$ cat config.mk
export PLATFORM = sky130hd
export DESIGN_NAME = mem_stage_flat
export DESIGN_NICKNAME = d
export VERILOG_FILES = /design/src/design/dcache_pkg.sv /design/src/design/cache_req_if.sv /design/src/design/mem_stage.sv /design/src/flat_wrapper.sv
export VERILOG_INCLUDE_DIRS = /design/src /design/src/design
export SDC_FILE = /design/constraint.sdc
export NUM_CORES = 1
export LEC_CHECK = 0
export ABC_AREA = 1
export BUFFER_PORTS_ARGS = -buffer_cell sky130_fd_sc_hd__buf_2
export CORE_AREA = 8 8 417 419
export CTS_CLUSTER_DIAMETER = 120
export DETAILED_ROUTE_END_ITERATION = 8
export DIE_AREA = 0 0 425 427
export GPL_TIMING_DRIVEN = 0
export PLACE_DENSITY = 0.3
export SYNTH_ARGS = -nofsm -noshare
export SYNTH_HDL_FRONTEND = slang
export SYNTH_SLANG_ARGS = --single-unit
$ cat constraint.sdc
create_clock -name clk_i -period 2.4 [get_ports clk_i]
set_clock_uncertainty 0.2 [all_clocks]
set_input_delay 0.48 -clock clk_i [delete_from_list [all_inputs] [get_ports clk_i]]
set_output_delay 0.48 -clock clk_i [all_outputs]
set_load 0.02 [all_outputs]
$ cat src/design/dcache_settings.svh
`ifndef DCACHE_SETTINGS_SVH
`define DCACHE_SETTINGS_SVH

// direct-mapped geometry, 16-byte lines
`define DCACHE_SETS 64
`define DCACHE_INDEX_W 6

// 32 address bits minus index and 4 offset bits
`define DCACHE_TAG_W 22

// four 32-bit words per line
`define DCACHE_LINE_W 128

// top nibble of a cached address
`define CACHED_NIBBLE 4'h0

`endif

$ cat src/design/dcache_pkg.sv
`include "dcache_settings.svh"

package dcache_pkg;

	// data or address word
	typedef logic [31:0] word_t;

	// one cache line, word 0 in the low bits
	typedef logic [`DCACHE_LINE_W-1:0] line_t;

	// address bits above index and offset
	typedef logic [`DCACHE_TAG_W-1:0] tag_t;

	// write-back source select
	typedef logic [1:0] wb_sel_t;

	// controller states
	typedef enum logic [1:0] {
		st_idle,
		st_compare,
		st_write_back,
		st_allocate
	} dcache_state_e;

endpackage

$ cat src/design/cache_req_if.sv
`timescale 1ns/10ps

interface cache_req_if;
	import dcache_pkg::*;

	// request side, held until ready
	logic valid;
	logic rw;
	word_t addr;
	word_t wdata;

	// result side, ready lasts one cycle
	logic ready;
	word_t rdata;

	modport cpu (
		output valid,
		output rw,
		output addr,
		output wdata,
		input ready,
		input rdata
	);

	modport cache (
		input valid,
		input rw,
		input addr,
		input wdata,
		output ready,
		output rdata
	);

endinterface

$ cat src/design/mem_stage.sv
`timescale 1ns/10ps
`include "dcache_settings.svh"

module mem_stage (
	input logic clk_i,
	input logic rst_ni,
	input logic enable_i,
	input logic flush_i,
	input logic icache_stall_i,
	input logic access_i,
	input logic mem_rw_i,
	input dcache_pkg::word_t alu_i,
	input dcache_pkg::word_t rs2_i,
	input dcache_pkg::word_t pc4_i,
	input dcache_pkg::word_t inst_i,
	input dcache_pkg::wb_sel_t wb_sel_i,
	input logic reg_wen_i,
	input logic [4:0] rd_i,
	input logic csr_we_i,
	input dcache_pkg::word_t csr_waddr_i,
	input dcache_pkg::word_t csr_rdata_i,
	cache_req_if.cpu req,
	input logic bus_valid_i,
	input logic bus_rw_i,
	input dcache_pkg::word_t bus_addr_i,
	input dcache_pkg::line_t bus_wdata_i,
	output dcache_pkg::line_t bus_rdata_o,
	output logic bus_rvalid_o,
	output dcache_pkg::word_t mem_addr_o,
	output dcache_pkg::line_t mem_wdata_o,
	output logic mem_we_o,
	output logic mem_cs_o,
	input dcache_pkg::line_t mem_rdata_i,
	input logic mem_rvalid_i,
	output logic stall_o,
	output dcache_pkg::word_t alu_o,
	output dcache_pkg::word_t mem_data_o,
	output dcache_pkg::word_t pc4_o,
	output dcache_pkg::word_t inst_o,
	output dcache_pkg::wb_sel_t wb_sel_o,
	output logic reg_wen_o,
	output logic [4:0] rd_o,
	output logic csr_we_o,
	output dcache_pkg::word_t csr_waddr_o,
	output dcache_pkg::word_t csr_rdata_o
);
	import dcache_pkg::*;

	logic cached;
	logic pending;
	logic unc_access;
	logic unc_cs;
	logic unc_rd_done;
	logic acc_done;
	logic advance;
	logic done_q;
	word_t data_q;
	word_t load_data;

	assign cached = alu_i[31 -: 4] == `CACHED_NIBBLE;
	// done_q keeps a finished access from repeating while the stage waits
	assign pending = access_i && !done_q;
	assign unc_access = pending && !cached;
	assign unc_cs = unc_access && !bus_valid_i;
	assign unc_rd_done = unc_cs && !mem_rw_i && mem_rvalid_i;
	assign acc_done = req.ready || (unc_cs && mem_rw_i) || unc_rd_done;

	assign req.valid = pending && cached && !icache_stall_i;
	assign req.rw = mem_rw_i;
	assign req.addr = alu_i;
	assign req.wdata = rs2_i;

	// cache line traffic has priority on the bus
	assign mem_cs_o = bus_valid_i || unc_cs;
	assign mem_we_o = bus_valid_i ? bus_rw_i : (unc_cs && mem_rw_i);
	assign mem_addr_o = bus_valid_i ? bus_addr_i : alu_i;
	assign mem_wdata_o = bus_valid_i ? bus_wdata_i : line_t'(rs2_i);
	assign bus_rdata_o = mem_rdata_i;
	assign bus_rvalid_o = mem_rvalid_i;

	assign stall_o = !icache_stall_i && ((req.valid && !req.ready) ||
		(unc_access && (bus_valid_i || (!mem_rw_i && !mem_rvalid_i))));
	assign advance = enable_i && !stall_o;

	assign load_data = done_q ? data_q : (cached ? req.rdata : mem_rdata_i[31:0]);

	always_ff @(posedge clk_i, negedge rst_ni) begin
		if (!rst_ni) begin
			done_q <= 1'b0;
		end else if (advance) begin
			done_q <= 1'b0;
		end else if (acc_done) begin
			done_q <= 1'b1;
		end
	end

	always_ff @(posedge clk_i) begin
		if (req.ready) begin
			data_q <= req.rdata;
		end else if (unc_rd_done) begin
			data_q <= mem_rdata_i[31:0];
		end
	end

	// register toward write-back
	always_ff @(posedge clk_i, negedge rst_ni) begin
		if (!rst_ni) begin
			alu_o <= '0;
			mem_data_o <= '0;
			pc4_o <= '0;
			inst_o <= '0;
			wb_sel_o <= '0;
			reg_wen_o <= 1'b0;
			rd_o <= '0;
			csr_we_o <= 1'b0;
			csr_waddr_o <= '0;
			csr_rdata_o <= '0;
		end else if (advance && flush_i) begin
			alu_o <= '0;
			mem_data_o <= '0;
			pc4_o <= '0;
			inst_o <= '0;
			wb_sel_o <= '0;
			reg_wen_o <= 1'b0;
			rd_o <= '0;
			csr_we_o <= 1'b0;
			csr_waddr_o <= '0;
			csr_rdata_o <= '0;
		end else if (advance) begin
			alu_o <= alu_i;
			mem_data_o <= load_data;
			pc4_o <= pc4_i;
			inst_o <= inst_i;
			wb_sel_o <= wb_sel_i;
			reg_wen_o <= reg_wen_i;
			rd_o <= rd_i;
			csr_we_o <= csr_we_i;
			csr_waddr_o <= csr_waddr_i;
			csr_rdata_o <= csr_rdata_i;
		end
	end

endmodule

$ cat src/flat_wrapper.sv
// flat-port wrapper written by rule: the top's interface ports become plain ports
module mem_stage_flat import dcache_pkg::*;
  (clk_i, rst_ni, enable_i, flush_i, icache_stall_i, access_i, mem_rw_i, alu_i, rs2_i, pc4_i, inst_i, wb_sel_i, reg_wen_i, rd_i, csr_we_i, csr_waddr_i, csr_rdata_i, bus_valid_i, bus_rw_i, bus_addr_i, bus_wdata_i, bus_rdata_o, bus_rvalid_o, mem_addr_o, mem_wdata_o, mem_we_o, mem_cs_o, mem_rdata_i, mem_rvalid_i, stall_o, alu_o, mem_data_o, pc4_o, inst_o, wb_sel_o, reg_wen_o, rd_o, csr_we_o, csr_waddr_o, csr_rdata_o, req_valid, req_rw, req_addr, req_wdata, req_ready, req_rdata);
  cache_req_if req_i ();
  input logic clk_i;
  input logic rst_ni;
  input logic enable_i;
  input logic flush_i;
  input logic icache_stall_i;
  input logic access_i;
  input logic mem_rw_i;
  input dcache_pkg::word_t alu_i;
  input dcache_pkg::word_t rs2_i;
  input dcache_pkg::word_t pc4_i;
  input dcache_pkg::word_t inst_i;
  input dcache_pkg::wb_sel_t wb_sel_i;
  input logic reg_wen_i;
  input logic [4:0] rd_i;
  input logic csr_we_i;
  input dcache_pkg::word_t csr_waddr_i;
  input dcache_pkg::word_t csr_rdata_i;
  input logic bus_valid_i;
  input logic bus_rw_i;
  input dcache_pkg::word_t bus_addr_i;
  input dcache_pkg::line_t bus_wdata_i;
  output dcache_pkg::line_t bus_rdata_o;
  output logic bus_rvalid_o;
  output dcache_pkg::word_t mem_addr_o;
  output dcache_pkg::line_t mem_wdata_o;
  output logic mem_we_o;
  output logic mem_cs_o;
  input dcache_pkg::line_t mem_rdata_i;
  input logic mem_rvalid_i;
  output logic stall_o;
  output dcache_pkg::word_t alu_o;
  output dcache_pkg::word_t mem_data_o;
  output dcache_pkg::word_t pc4_o;
  output dcache_pkg::word_t inst_o;
  output dcache_pkg::wb_sel_t wb_sel_o;
  output logic reg_wen_o;
  output logic [4:0] rd_o;
  output logic csr_we_o;
  output dcache_pkg::word_t csr_waddr_o;
  output dcache_pkg::word_t csr_rdata_o;
  output wire logic [$bits(req_i.valid)-1:0] req_valid;
  output wire logic [$bits(req_i.rw)-1:0] req_rw;
  output wire logic [$bits(req_i.addr)-1:0] req_addr;
  output wire logic [$bits(req_i.wdata)-1:0] req_wdata;
  input wire logic [$bits(req_i.ready)-1:0] req_ready;
  input wire logic [$bits(req_i.rdata)-1:0] req_rdata;
  assign req_valid = req_i.valid;
  assign req_rw = req_i.rw;
  assign req_addr = req_i.addr;
  assign req_wdata = req_i.wdata;
  assign req_i.ready = req_ready;
  assign req_i.rdata = req_rdata;
  mem_stage u_core (.clk_i(clk_i), .rst_ni(rst_ni), .enable_i(enable_i), .flush_i(flush_i), .icache_stall_i(icache_stall_i), .access_i(access_i), .mem_rw_i(mem_rw_i), .alu_i(alu_i), .rs2_i(rs2_i), .pc4_i(pc4_i), .inst_i(inst_i), .wb_sel_i(wb_sel_i), .reg_wen_i(reg_wen_i), .rd_i(rd_i), .csr_we_i(csr_we_i), .csr_waddr_i(csr_waddr_i), .csr_rdata_i(csr_rdata_i), .req(req_i), .bus_valid_i(bus_valid_i), .bus_rw_i(bus_rw_i), .bus_addr_i(bus_addr_i), .bus_wdata_i(bus_wdata_i), .bus_rdata_o(bus_rdata_o), .bus_rvalid_o(bus_rvalid_o), .mem_addr_o(mem_addr_o), .mem_wdata_o(mem_wdata_o), .mem_we_o(mem_we_o), .mem_cs_o(mem_cs_o), .mem_rdata_i(mem_rdata_i), .mem_rvalid_i(mem_rvalid_i), .stall_o(stall_o), .alu_o(alu_o), .mem_data_o(mem_data_o), .pc4_o(pc4_o), .inst_o(inst_o), .wb_sel_o(wb_sel_o), .reg_wen_o(reg_wen_o), .rd_o(rd_o), .csr_we_o(csr_we_o), .csr_waddr_o(csr_waddr_o), .csr_rdata_o(csr_rdata_o));
endmodule
# [After elaboration in Yosys (flattened, before gate mapping)]
# Cells that the tools add are included.
[word_totals] input_bits=532 regBits=234
[classes] reduce_logical=31 muxes=29
[op_table] cell="$mux W32" n=17
[op_table] cell="$mux W128" n=1
[op_table] cell="$logic_and A1 B1 Y1" n=14
[op_table] cell="$mux W5" n=2
[op_table] cell="$logic_not A1 Y1" n=8
[op_table] cell="$mux W1" n=7
[op_table] cell="$reduce_bool A2 Y1" n=3
[op_table] cell="$logic_or A1 B1 Y1" n=5
[op_table] cell="$logic_not A4 Y1" n=1
[op_table] cell="$mux W2" n=2

# [Depth between registers and ports, before layout]
# Gate-level depths: netlist of the first run.
[logic_depth] ltp_word=11 ltp_mapped=11 ltp_nobuf=9

# [Worst setup path before layout of the first run]
# No wires, ideal clock.
[synth_timing] path_kind="input to register" startpoint="input port alu_i[28]" endpoint="register u_core.data_q[0] (enable)" path_slack_ns=0.036 required_time_ns=1.811 stages=5 path_buffers=1 arrival_time_ns=1.775 path_cell_list="nor2_4 -> nand2_2 -> clkbuf_1 -> nand4_1 -> nand2_1"
[synth_between] elab_chain_cells=7
[synth_lines] item="from (decl)" line="flat_wrapper.sv:12" source="input dcache_pkg::word_t alu_i;"
[synth_lines] item="$logic_not A4 Y1 (no source line)"
[synth_lines] item="$logic_not A1 Y1" line="mem_stage.sv:63" source="assign unc_access = pending && !cached;"
[synth_lines] item="$logic_and A1 B1 Y1" line="mem_stage.sv:63"
[synth_lines] item="$logic_and A1 B1 Y1" line="mem_stage.sv:64" source="assign unc_cs = unc_access && !bus_valid_i;"
[synth_lines] item="$logic_and A1 B1 Y1 (2 in series)" line="mem_stage.sv:65" source="assign unc_rd_done = unc_cs && !mem_rw_i && mem_rvalid_i;"
[synth_lines] item="$reduce_bool A2 Y1 (no source line)"
[synth_lines] item="to (signal assigned)" line="mem_stage.sv:99" source="data_q <= req.rdata;"
[synth_lines] item="to (signal assigned)" line="mem_stage.sv:101" source="data_q <= mem_rdata_i[31:0];"
[synth_lines] item="to (decl)" line="mem_stage.sv:57" source="word_t data_q;"
# No other way between the ends.
# A chain may end at the register's enable or synchronous reset.

# [Final worst setup path of the first run]
[layout_timing] startpoint="register u_core.done_q" endpoint="output port stall_o"
[layout_between] elab_chain_cells=7 elab_cells_between_ends=9
[layout_lines] item="from (decl)" line="mem_stage.sv:56" source="logic done_q;"
[layout_lines] item="from (signal assigned)" line="mem_stage.sv:89" source="done_q <= 1'b0;"
[layout_lines] item="from (signal assigned)" line="mem_stage.sv:91" source="done_q <= 1'b0;"
[layout_lines] item="from (signal assigned)" line="mem_stage.sv:93" source="done_q <= 1'b1;"
[layout_lines] item="$logic_not A1 Y1 *" line="mem_stage.sv:62" source="assign pending = access_i && !done_q;"
[layout_lines] item="$logic_and A1 B1 Y1 *" line="mem_stage.sv:62"
[layout_lines] item="$logic_and A1 B1 Y1 (2 in series)" line="mem_stage.sv:68" source="assign req.valid = pending && cached && !icache_stall_i;"
[layout_lines] item="$logic_and A1 B1 Y1" line="mem_stage.sv:81" source="assign stall_o = !icache_stall_i && ((req.valid && !req.ready) ||"
[layout_lines] item="$logic_or A1 B1 Y1 *" line="mem_stage.sv:81"
[layout_lines] item="$logic_and A1 B1 Y1 *" line="mem_stage.sv:81"
[layout_lines] item="to (decl)" line="flat_wrapper.sv:34" source="output logic stall_o;"
# Mark *: on every way between the ends. The rest lies on a longest branch, timed or not.

==> flow_metrics.tcl, run 1 <==
set metrics [dict create \
    p_leak_nw 15.0 \
    area_growth_pct 74.0 \
    clk_pin_slew_worst_paths_ns 0.06 \
    grt_max_degree 95 \
    peakVddDrop_uv 437 \
    grt_pass1_wl_um 157000 \
    setup_slack_ns -0.0414 \
    crit_arrival_ns 1.76 \
    synth_cell_types 16 \
    coreArea_sq_mm 0.168 \
    timing.hold.ws_ns 0.0488 \
    io_buffers 992 \
    layout_commonest_cell "buf_2" \
    root_buffer "clkbuf_16" \
    maxSlewViolCount 0 \
    post-route-cell-area_sq_mm 0.0255 \
    cts-buffers-inserted 36 \
    vias 18100 \
    crit_type "flop to output port" \
    row_count 151 \
    grt_pass1_vias 18800 \
    reg2reg_depth 9 \
    placedCellCount 5421 \
    final_nets 3924 \
    holdPathEnd "u_core.pc4_o[8]" \
    min_path_cells 5 \
    drt-vias-per-instance 3.20 \
    cp-end-kind "output port" \
    slew_headroom_pct 16.6 \
    fillers 19800 \
    switching_share_pct 36.0 \
    max_stage_delay_ns 0.37 \
    die-area_sq_mm 0.181 \
    drive_gt1_share_pct 39.3 \
    dr_wl_met3_um 6560 \
    violations "negative setup slack" \
    slowest_stage "dfrtp_1" \
    worst_skew_pair.late_latency_ns 0.57 \
    track_usage_pct 12.4 \
    seqPwrFrac_pct 31.2 \
    die_h_um 427 \
    yosys_warnings 0 \
    syn_avg_cell_area_sq_um 6.63 \
    cts.path.max_buffers 3 \
    synth_nets 2740 \
    reg2reg_setup_slack_ns 0.16 \
    p_int_mw 9.40 \
    layout_common_cells "buf_2, nand2_1, inv_1, nand3_1, nor2_1" \
    hold_class "primary input to flop" \
    fin_setup_tns_ns -0.0414 \
    drtIter0Drc 953 \
    period_share_pct 102 \
    setup_viol 1 \
    cp_common_cell "nand2_4" \
    dr_wl_met2_um 64100 \
    drc 0 \
    wire_per_inst_um 21.2 \
    p_clk_share_pct 38.5 \
    max_freq_ghz 0.410 \
    crit_fanout 4 \
    rsz0062_at_grt "true" \
    synth_cells 2208 \
    worst_hold_startpoint "pc4_i[8]" \
    wl_met1_um 44400 \
    firstDrtPassIters 5 \
    utilization_pct 15.2 \
    ant_nets 0 \
    postPlaceCellArea_sq_mm 0.0225 \
    gp_congestion 0.861 \
    power_mw 14.7 \
    status "finished with violations" \
    ys_ff_latch 234 \
    antenna_found_initial 46 \
    htree_levels 2 \
    synth_area_sq_mm 0.0146 \
    top_layer "met5" \
    cap_violations 0 \
    pre_cts_slack_ns -1.72 \
    dp_hpwl_um 102000 \
    yosysSeqAreaShare_pct 41.1 \
    clock_sinks 234 \
    hold_viol 0 \
    p_per_area_mw_per_mm2 577 \
    r2r-end "u_core.mem_data_o[21]" \
    initial_core_util_pct 8.72 \
    p_switching_mw 5.30 \
    wl_um 120000 \
    die_w_um 425 \
    finalNonFillerCells 5646 \
    pin_count 1091 \
    period_minus_slack_ns 2.44 \
    combPwrFrac_pct 30.3 \
    critPathLaunchType "flop" \
    required_ns 1.72 \
    cts_tree "built" \
    gr-total-overflow 0 \
    worst_pin_slew_ns 1.25 \
    r2r_start "u_core.done_q" \
    path_cells "inv_2 -> nand2_4 -> nor2_1 -> nand3_1 -> nand2_2 -> nand2_4 -> buf_12 -> clkinv_8 -> buf_8" \
]
-- synth_stat cells --
| library cell | n | area (sq um) |
|---|---|---|
| inv_2 | 2 | 7.51 |
| inv_1 | 303 | 1140 |
| o21ai_0 | 34 | 170 |
| nor2_1 | 236 | 886 |
| edfxtp_1 | 32 | 961 |
| buf_2 | 46 | 230 |
| clkbuf_1 | 77 | 289 |
| buf_1 | 9 | 33.8 |
| nand3_1 | 267 | 1340 |
| nand2_1 | 794 | 2980 |
| nand4_1 | 3 | 18.8 |
| nor3_1 | 1 | 5.00 |
| dfrtp_1 | 202 | 5050 |
| nand2_2 | 3 | 18.8 |
| buf_4 | 197 | 1480 |
| nor2_4 | 2 | 22.5 |
-- worst max-delay path: cells and delay by family (launching register included) --
kind,cells,cell delay (ns)
DFF,1,0.37
buffers and inverters,4,0.39
and+or+nand+nor,5,0.40
-- area by class of cell --
cell class | instances | area, sq um | share of cell area [%]
multi-input combinational | 1340 | 5500 | 21.6
inverter | 305 | 1160 | 4.57
clock inverter | 7 | 100 | 0.393
buffer | 325 | 2160 | 8.47
sequential | 234 | 6020 | 23.6
tap | 2218 | 2780 | 10.9
antenna | 9 | 22.5 | 0.0885
timing repair buffer | 1150 | 6590 | 25.9
clock buffer | 58 | 1140 | 4.47
-- metal layers --
layer / GRT usage, % / vias to the layer above
met5: 0 / -
met4: 4.53 / 6
met3: 2.53 / 165
met2: 23.4 / 719
met1: 13.6 / 8413
li1: - / 8782
-- worst max path at each step --
stage                     slack [ns]               endpoint  depth (start not counted)           from
after floorplan                 0.04       u_core.data_q[0]                          5      alu_i[28]
after global placement         -4.09  u_core.mem_data_o[15]                          1         rst_ni
after detailed placement       -1.72       mem_wdata_o[102]                          7    bus_valid_i
after CTS                      -0.17                stall_o                          9  u_core.done_q
after global routing           -0.14                stall_o                          9  u_core.done_q
final                          -0.04                stall_o                          9  u_core.done_q
-- timing repair --
| item | in CTS | in global routing |
|---|---|---|
| hold buffers | 141 | 0 |
| resized for setup | 69 | 17 |
| pin swaps | 7 | 3 |
| buffers inserted | 13 | 1 |
| endpoints found under the hold margin | 175 | 0 |
| setup endpoints to repair | 364 | 26 |
-- logic make-up (layout without fill, tap and decap cells) --
logic type	after synthesis	count (layout)	synth area share, %
AO/OA/AOI/OAI	34	34	1.16
buffers and inverters	634	1845	21.7
flip-flops	234	234	41.1
other	0	9	0
AND/OR/NAND/NOR	1306	1306	36.0
-- sequential cells by signal, indices dropped and copies added (netlist names) --
register	count
u_core.inst_o	32
u_core.data_q	32
u_core.csr_waddr_o	32
u_core.pc4_o	32
u_core.done_q	1
u_core.mem_data_o	32
u_core.csr_rdata_o	32
u_core.rd_o	5
u_core.alu_o	32
u_core.csr_we_o	1
u_core.reg_wen_o	1
u_core.wb_sel_o	2
-- power groups by stage --
stage | logic, mW | clock network [mW] | registers, mW
after floorplan | 1.70 | 0 | 5.08
after global placement | 4.30 | 0 | 4.66
after detailed placement | 4.31 | 0 | 4.66
after CTS | 4.60 | 5.95 | 4.59
after global routing | 4.83 | 6.04 | 4.64
final | 4.45 | 5.66 | 4.59
Power figures use the tool's default switching activity.
==> run 2: changes to the inputs <==
--- a/config.mk
+++ b/config.mk
@@ -6,14 +6,16 @@
 export SDC_FILE = /design/constraint.sdc
 export NUM_CORES = 1
 export LEC_CHECK = 0
-export ABC_AREA = 1
+export ABC_AREA = 0
 export BUFFER_PORTS_ARGS = -buffer_cell sky130_fd_sc_hd__buf_2
-export CORE_AREA = 8 8 417 419
+export CORE_AREA = 8 8 422 424
 export CTS_CLUSTER_DIAMETER = 120
+export CTS_CLUSTER_SIZE = 40
 export DETAILED_ROUTE_END_ITERATION = 8
-export DIE_AREA = 0 0 425 427
+export DIE_AREA = 0 0 430 432
 export GPL_TIMING_DRIVEN = 0
 export PLACE_DENSITY = 0.3
+export SKIP_LAST_GASP = 1
 export SYNTH_ARGS = -nofsm -noshare
 export SYNTH_HDL_FRONTEND = slang
 export SYNTH_SLANG_ARGS = --single-unit
==> run 2 against run 1 <==
  * The run still ends with negative setup slack left
  * Worst hold slack better by 0.016 ns
  * Routed wire length is 4.0% lower
  * Via count is 21% lower
  * Count of clock-buffer cells in the layout is 32 lower
  * Final area is 4.2% higher
  * Area after synthesis is 5.6% lower
  * Sequential cell count stayed put
  * Combinational power is 17% higher
  * Register-to-register slack worse by 0.33 ns
  * Clock power is 16% lower
  * Critical path type unchanged
==> flow_metrics.tcl, run 2 <==
set metrics [dict create \
    yosysMostFrequentCell "dfrtp_1" \
    synth_top_area_share_pct 36.6 \
    synth_edf_count 32 \
    synth_area_sq_mm 0.0138 \
    p_per_area_mw_per_mm2 552 \
    cts.path.max_buffers 3 \
    ys_ff_latch 234 \
    die-area_sq_mm 0.186 \
    clk_pin_slew_worst_paths_ns 0.10 \
    worst_pin_slew_ns 1.05 \
    grt_pass1_wl_um 148000 \
    postPlaceCellArea_sq_mm 0.0219 \
    slew_headroom_pct 29.7 \
    period_share_pct 110 \
    cts_tree "built" \
    ys_top_cells_by_area "dfrtp_1, mux2_1, mux2_2, buf_4, nor2b_1" \
    pre_cts_slack_ns -1.74 \
    hold_viol 0 \
    synth-main-ff-cell "dfrtp_1" \
    io_buffers 992 \
    final_nets 3005 \
    antenna_found_initial 43 \
    synth_common_cells "dfrtp_1, buf_4, nor2b_1" \
    dp_hpwl_um 93000 \
    yosysTopAreaCell "dfrtp_1" \
    setup_slack_ns -0.250 \
    drive_gt1_share_pct 66.2 \
    critPathLaunchType "flop" \
    timing.hold.ws_ns 0.0645 \
    root_buffer "clkbuf_16" \
    wire_per_inst_um 24.3 \
    area_growth_pct 92.0 \
    wl_um 115000 \
    synth_nets 1752 \
    vias 14200 \
    rsz0062_at_grt "true" \
    pin_count 1091 \
    grt_pass1_vias 15400 \
    yosys_warnings 0 \
    initial_core_util_pct 8.08 \
    drc 0 \
    ant_nets 0 \
    peakVddDrop_uv 427 \
    layout_commonest_cell "buf_2" \
    clock_sinks 234 \
    gr-total-overflow 0 \
    synth_cells 1220 \
    period_minus_slack_ns 2.65 \
    cts-buffers-inserted 24 \
    crit_arrival_ns 1.97 \
    post-route-cell-area_sq_mm 0.0265 \
    violations "negative setup slack" \
    status "finished with violations" \
    maxSlewViolCount 0 \
    synth_cell_types 28 \
    gp_congestion 0.860 \
    die_w_um 430 \
    yosysSeqAreaShare_pct 43.5 \
    coreArea_sq_mm 0.171 \
    grt_max_degree 94 \
    layout_common_cells "buf_2, buf_4, dfrtp_1, mux2_4, dlygate4sd3_1" \
    syn_avg_cell_area_sq_um 11.3 \
    crit_type "flop to output port" \
    htree_levels 1 \
    hold_class "primary input to flop" \
    max_freq_ghz 0.377 \
    die_h_um 432 \
    required_ns 1.72 \
    track_usage_pct 11.6 \
    drt-vias-per-instance 3.01 \
    worst_skew_pair.late_latency_ns 0.61 \
    cap_violations 0 \
    p_leak_nw 13.1 \
    drtIter0Drc 550 \
    setup_viol 192 \
    firstDrtPassIters 5 \
    crit_fanout 3 \
    row_count 152 \
    synthArstFlopShare_pct 86.3 \
    cp-end-kind "output port" \
]
run 2: cell count changes after synthesis, sizes merged, moves of 3 or more:
cell     previous run  this run
nor2              238         4
buf               252       223
a2111oi             0        32
nor3                1        64
and2                0        96
nand3             267         0
inv               305        32
o21ai              34         2
nand4               3         0
clkbuf             77        55
nand2             797         3
nor2b               0       169
mux2                0       298
run 2: worst paths after layout:
kind                                  start  cells past startpoint  slack (ns)               endpoint
max in group asynchronous            rst_ni                      4        0.50       u_core.alu_o[10]
min in group asynchronous            rst_ni                      2        0.13  u_core.csr_rdata_o[1]
max reg2reg                   u_core.done_q                      9       -0.17  u_core.csr_waddr_o[8]
min                               alu_i[15]                      3        0.06       u_core.alu_o[15]
max                           u_core.done_q                      4       -0.25                stall_o
min reg2reg                u_core.pc4_o[12]                      1        0.31       u_core.pc4_o[12]
run 2: worst max-delay path, stage by stage, from the launching register on:
cell and delay (ns):
dfrtp_2 0.46, buf_6 0.13, or3b_4 0.43, nor2_4 0.18, buf_6 0.16
run 2: timing repair:
item | in CTS | in global routing
gates resized for setup | 201 | 136
setup endpoints to repair | 398 | 277
pin swaps | 8 | 4
gates cloned | 21 | 2
endpoints found under the hold margin | 203 | 0
hold buffers | 184 | 0
buffers inserted | 47 | 11
run 2: area by class of cell:
type | count | area, sq um
Antenna cell | 5 | 12.5
Buffer | 267 | 2130
Clock buffer | 26 | 639
Clock inverter | 18 | 349
Fill cell | 19400 | 144000
Inverter | 32 | 120
Multi-Input combinational cell | 676 | 6520
Sequential cell | 234 | 6020
Tap cell | 2233 | 2790
Timing Repair Buffer | 1238 | 7950
run 2: logic make-up (layout without fill, tap and decap cells):
kind of cell,Yosys count,after routing,synth area share [%]
other cells,0,5,0
flops,234,234,43.5
mux,298,298,24.3
simple gates,341,341,14.8
buf+inv,310,1581,15.0
compound gates,37,37,2.37
run 2: report_power, final:
part           total, mW  internal, mW  switching, mW
logic               5.21          2.34           2.88
clock network       4.77          2.21           2.56
registers           4.67          4.45          0.221
run 2: routing by layer:
layer  vias up  track usage [%]  part of all wire, %
li1       6436                -                    -
met1      7031             13.9                   41
met2       617             20.1                   49
met3       110             3.74                  7.9
met4        20             2.31                  2.1
met5         -                0                 0.10
run 2: per-stage QoR:
| step | setup TNS [ns] | utilization (%) | instances | total power [mW] |
|---|---|---|---|---|
| 2_1_floorplan | -33.11 | - | 1220 | 6.98 |
| 3_3_place_gp | -1341.53 | 12.8 | 4445 | 9.15 |
| 3_5_place_dp | -420.96 | 12.8 | 4447 | 9.15 |
| 4_1_cts | -42.05 | 15.5 | 4736 | 15.0 |
| 5_1_grt | -32.97 | 15.5 | 4724 | 15.5 |
| 6_report | -16.37 | 15.5 | 4729 | 14.7 |
==> run 3: changes to the inputs <==
--- a/config.mk
+++ b/config.mk
@@ -14,6 +14,7 @@
 export DETAILED_ROUTE_END_ITERATION = 8
 export DIE_AREA = 0 0 430 432
 export GPL_TIMING_DRIVEN = 0
+export MAX_ROUTING_LAYER = met4
 export PLACE_DENSITY = 0.3
 export SKIP_LAST_GASP = 1
 export SYNTH_ARGS = -nofsm -noshare
==> run 3 against run 2 <==
  * The run still ends with negative setup slack left
  * Register-to-register slack hardly changed
  * Combinational power is essentially flat
  * Total power rose by 0.15%
  * Critical path type unchanged
  * Critical path depth is the same
  * Core utilization about the same
  * Routed wire length hardly changed
  * Via count down 0.20%
  * First-iteration DRC count up 12%
  * Final cell count grew 0.25%
==> flow_metrics.tcl, run 3 (synthesis results as in run 2) <==
set metrics [dict create \
    cp-end-kind "output port" \
    dp_hpwl_um 93000 \
    p_leak_nw 13.1 \
    vias 14200 \
    grt_pass1_vias 15300 \
    die_h_um 432 \
    root_buffer "clkbuf_16" \
    peakVddDrop_uv 429 \
    cts.path.max_buffers 3 \
    ant_nets 0 \
    clk_pin_slew_worst_paths_ns 0.10 \
    cts-buffers-inserted 24 \
    maxSlewViolCount 0 \
    p_switching_mw 5.67 \
    gr-total-overflow 0 \
    hold_viol 0 \
    violations "negative setup slack" \
    wire_per_inst_um 24.3 \
    row_count 152 \
    p_per_area_mw_per_mm2 552 \
    firstDrtPassIters 4 \
    gp_congestion 0.874 \
    endpoint "stall_o" \
    r2r-end "u_core.csr_waddr_o[8]" \
    required_ns 1.72 \
    combPwrFrac_pct 35.6 \
    worst_pin_slew_ns 1.07 \
    crit_path_start "u_core.done_q" \
    r2r_start "u_core.done_q" \
    rsz0062_at_grt "true" \
    track_usage_pct 11.9 \
    htree_levels 1 \
    cts_tree "built" \
    max_freq_ghz 0.376 \
    crit_type "flop to output port" \
    area_growth_pct 92.3 \
    fin_setup_tns_ns -16.34 \
    layout_common_cells "buf_2, buf_4, dfrtp_1, mux2_4, dlygate4sd3_1" \
    die-area_sq_mm 0.186 \
    drive_gt1_share_pct 66.2 \
    drt-vias-per-instance 2.99 \
    crit_arrival_ns 1.98 \
    min_path_cells 3 \
    clock_sinks 234 \
    antenna_found_initial 43 \
    setup_slack_ns -0.257 \
    die_w_um 430 \
    final_nets 3005 \
    multi_input_area_sq_mm 0.00652 \
    hold_class "primary input to flop" \
    grt_max_degree 94 \
    coreArea_sq_mm 0.171 \
    switching_share_pct 38.7 \
    power_mw 14.7 \
    drtIter0Drc 616 \
    initial_core_util_pct 8.08 \
    cap_violations 0 \
    seqPwrFrac_pct 31.8 \
    grt_pass1_wl_um 148000 \
    crit_fanout 3 \
    setup_viol 200 \
    reg2reg_depth 9 \
    io_buffers 992 \
    p_int_mw 9.00 \
    reg2reg_setup_slack_ns -0.17 \
    period_share_pct 111 \
    period_minus_slack_ns 2.66 \
    timing.hold.ws_ns 0.0595 \
    slew_headroom_pct 28.4 \
    critPathLaunchType "flop" \
    fillers 19400 \
    wl_um 115000 \
    regArea_sq_mm 0.00602 \
    status "finished with violations" \
    drc 0 \
    pre_cts_slack_ns -1.74 \
    worst_skew_pair.late_latency_ns 0.61 \
    layout_commonest_cell "buf_2" \
    pin_count 1091 \
    p_clk_share_pct 32.6 \
]
## run 3: changes by cell type in the layout (fill, tap and decap cells not counted), sizes merged
cell,change
diode,+12
## run 3: power by group through the flow
| stage | Clock, mW | Sequential [mW] | Combinational [mW] |
|---|---|---|---|
| 6_report | 4.78 | 4.67 | 5.22 |
| 3_5_place_dp | 0 | 4.73 | 4.42 |
| 5_1_grt | 5.19 | 4.73 | 5.53 |
| 3_3_place_gp | 0 | 4.73 | 4.42 |
| 4_1_cts | 5.09 | 4.66 | 5.29 |
| 2_1_floorplan | 0 | 5.21 | 1.77 |
## run 3: per-stage QoR
step / utilization [%] / cells / instance area (sq um)
after floorplan: - / 1220 / 14100
after global placement: 12.8 / 4445 / 21800
after detailed placement: 12.8 / 4447 / 21900
after CTS: 15.5 / 4736 / 26500
after global routing: 15.5 / 4737 / 26600
final: 15.5 / 4741 / 26600
## run 3: worst min-delay path by stage
stage                                 from                     to  slack [ns]
after floorplan                     rst_ni        u_core.alu_o[0]       -0.02
after global placement    u_core.alu_o[22]       u_core.alu_o[22]        0.27
after detailed placement            rst_ni  u_core.csr_rdata_o[0]        0.24
after CTS                        alu_i[15]       u_core.alu_o[15]      0.0006
after global routing             alu_i[15]       u_core.alu_o[15]        0.03
final                            alu_i[15]       u_core.alu_o[15]        0.06
## run 3: final cells by class
| cell class | count | area share (%) |
|---|---|---|
| Tap cell | 2233 | 10.5 |
| Buffer | 267 | 8.03 |
| Multi-Input combinational cell | 676 | 24.5 |
| Inverter | 32 | 0.452 |
| Timing Repair Buffer | 1238 | 29.9 |
| Sequential cell | 234 | 22.7 |
| Clock inverter | 18 | 1.31 |
| Antenna cell | 17 | 0.160 |
| Clock buffer | 26 | 2.41 |
## run 3: routing by layer
layer / global-route usage (%) / vias up / share of wire, %
met2: 20.1 / 600 / 49
met1: 14.1 / 7039 / 42
li1: - / 6460 / -
met3: 3.47 / 87 / 6.7
met4: 2.33 / 0 / 1.9
met5: - / - / 0
## run 3: what timing repair did
item,4_1_cts,5_1_grt
resized for setup,201,136
pin swaps,8,4
cloned,21,2
setup endpoints to repair,398,276
setup buffers,47,11
hold buffers,184,0
hold endpoints to repair,203,0
## run 3: critical path, stage by stage, from the launching register on
cell     delay, ns
dfrtp_2       0.46
buf_6         0.13
or3b_4        0.43
nor2_4        0.18
buf_6         0.16
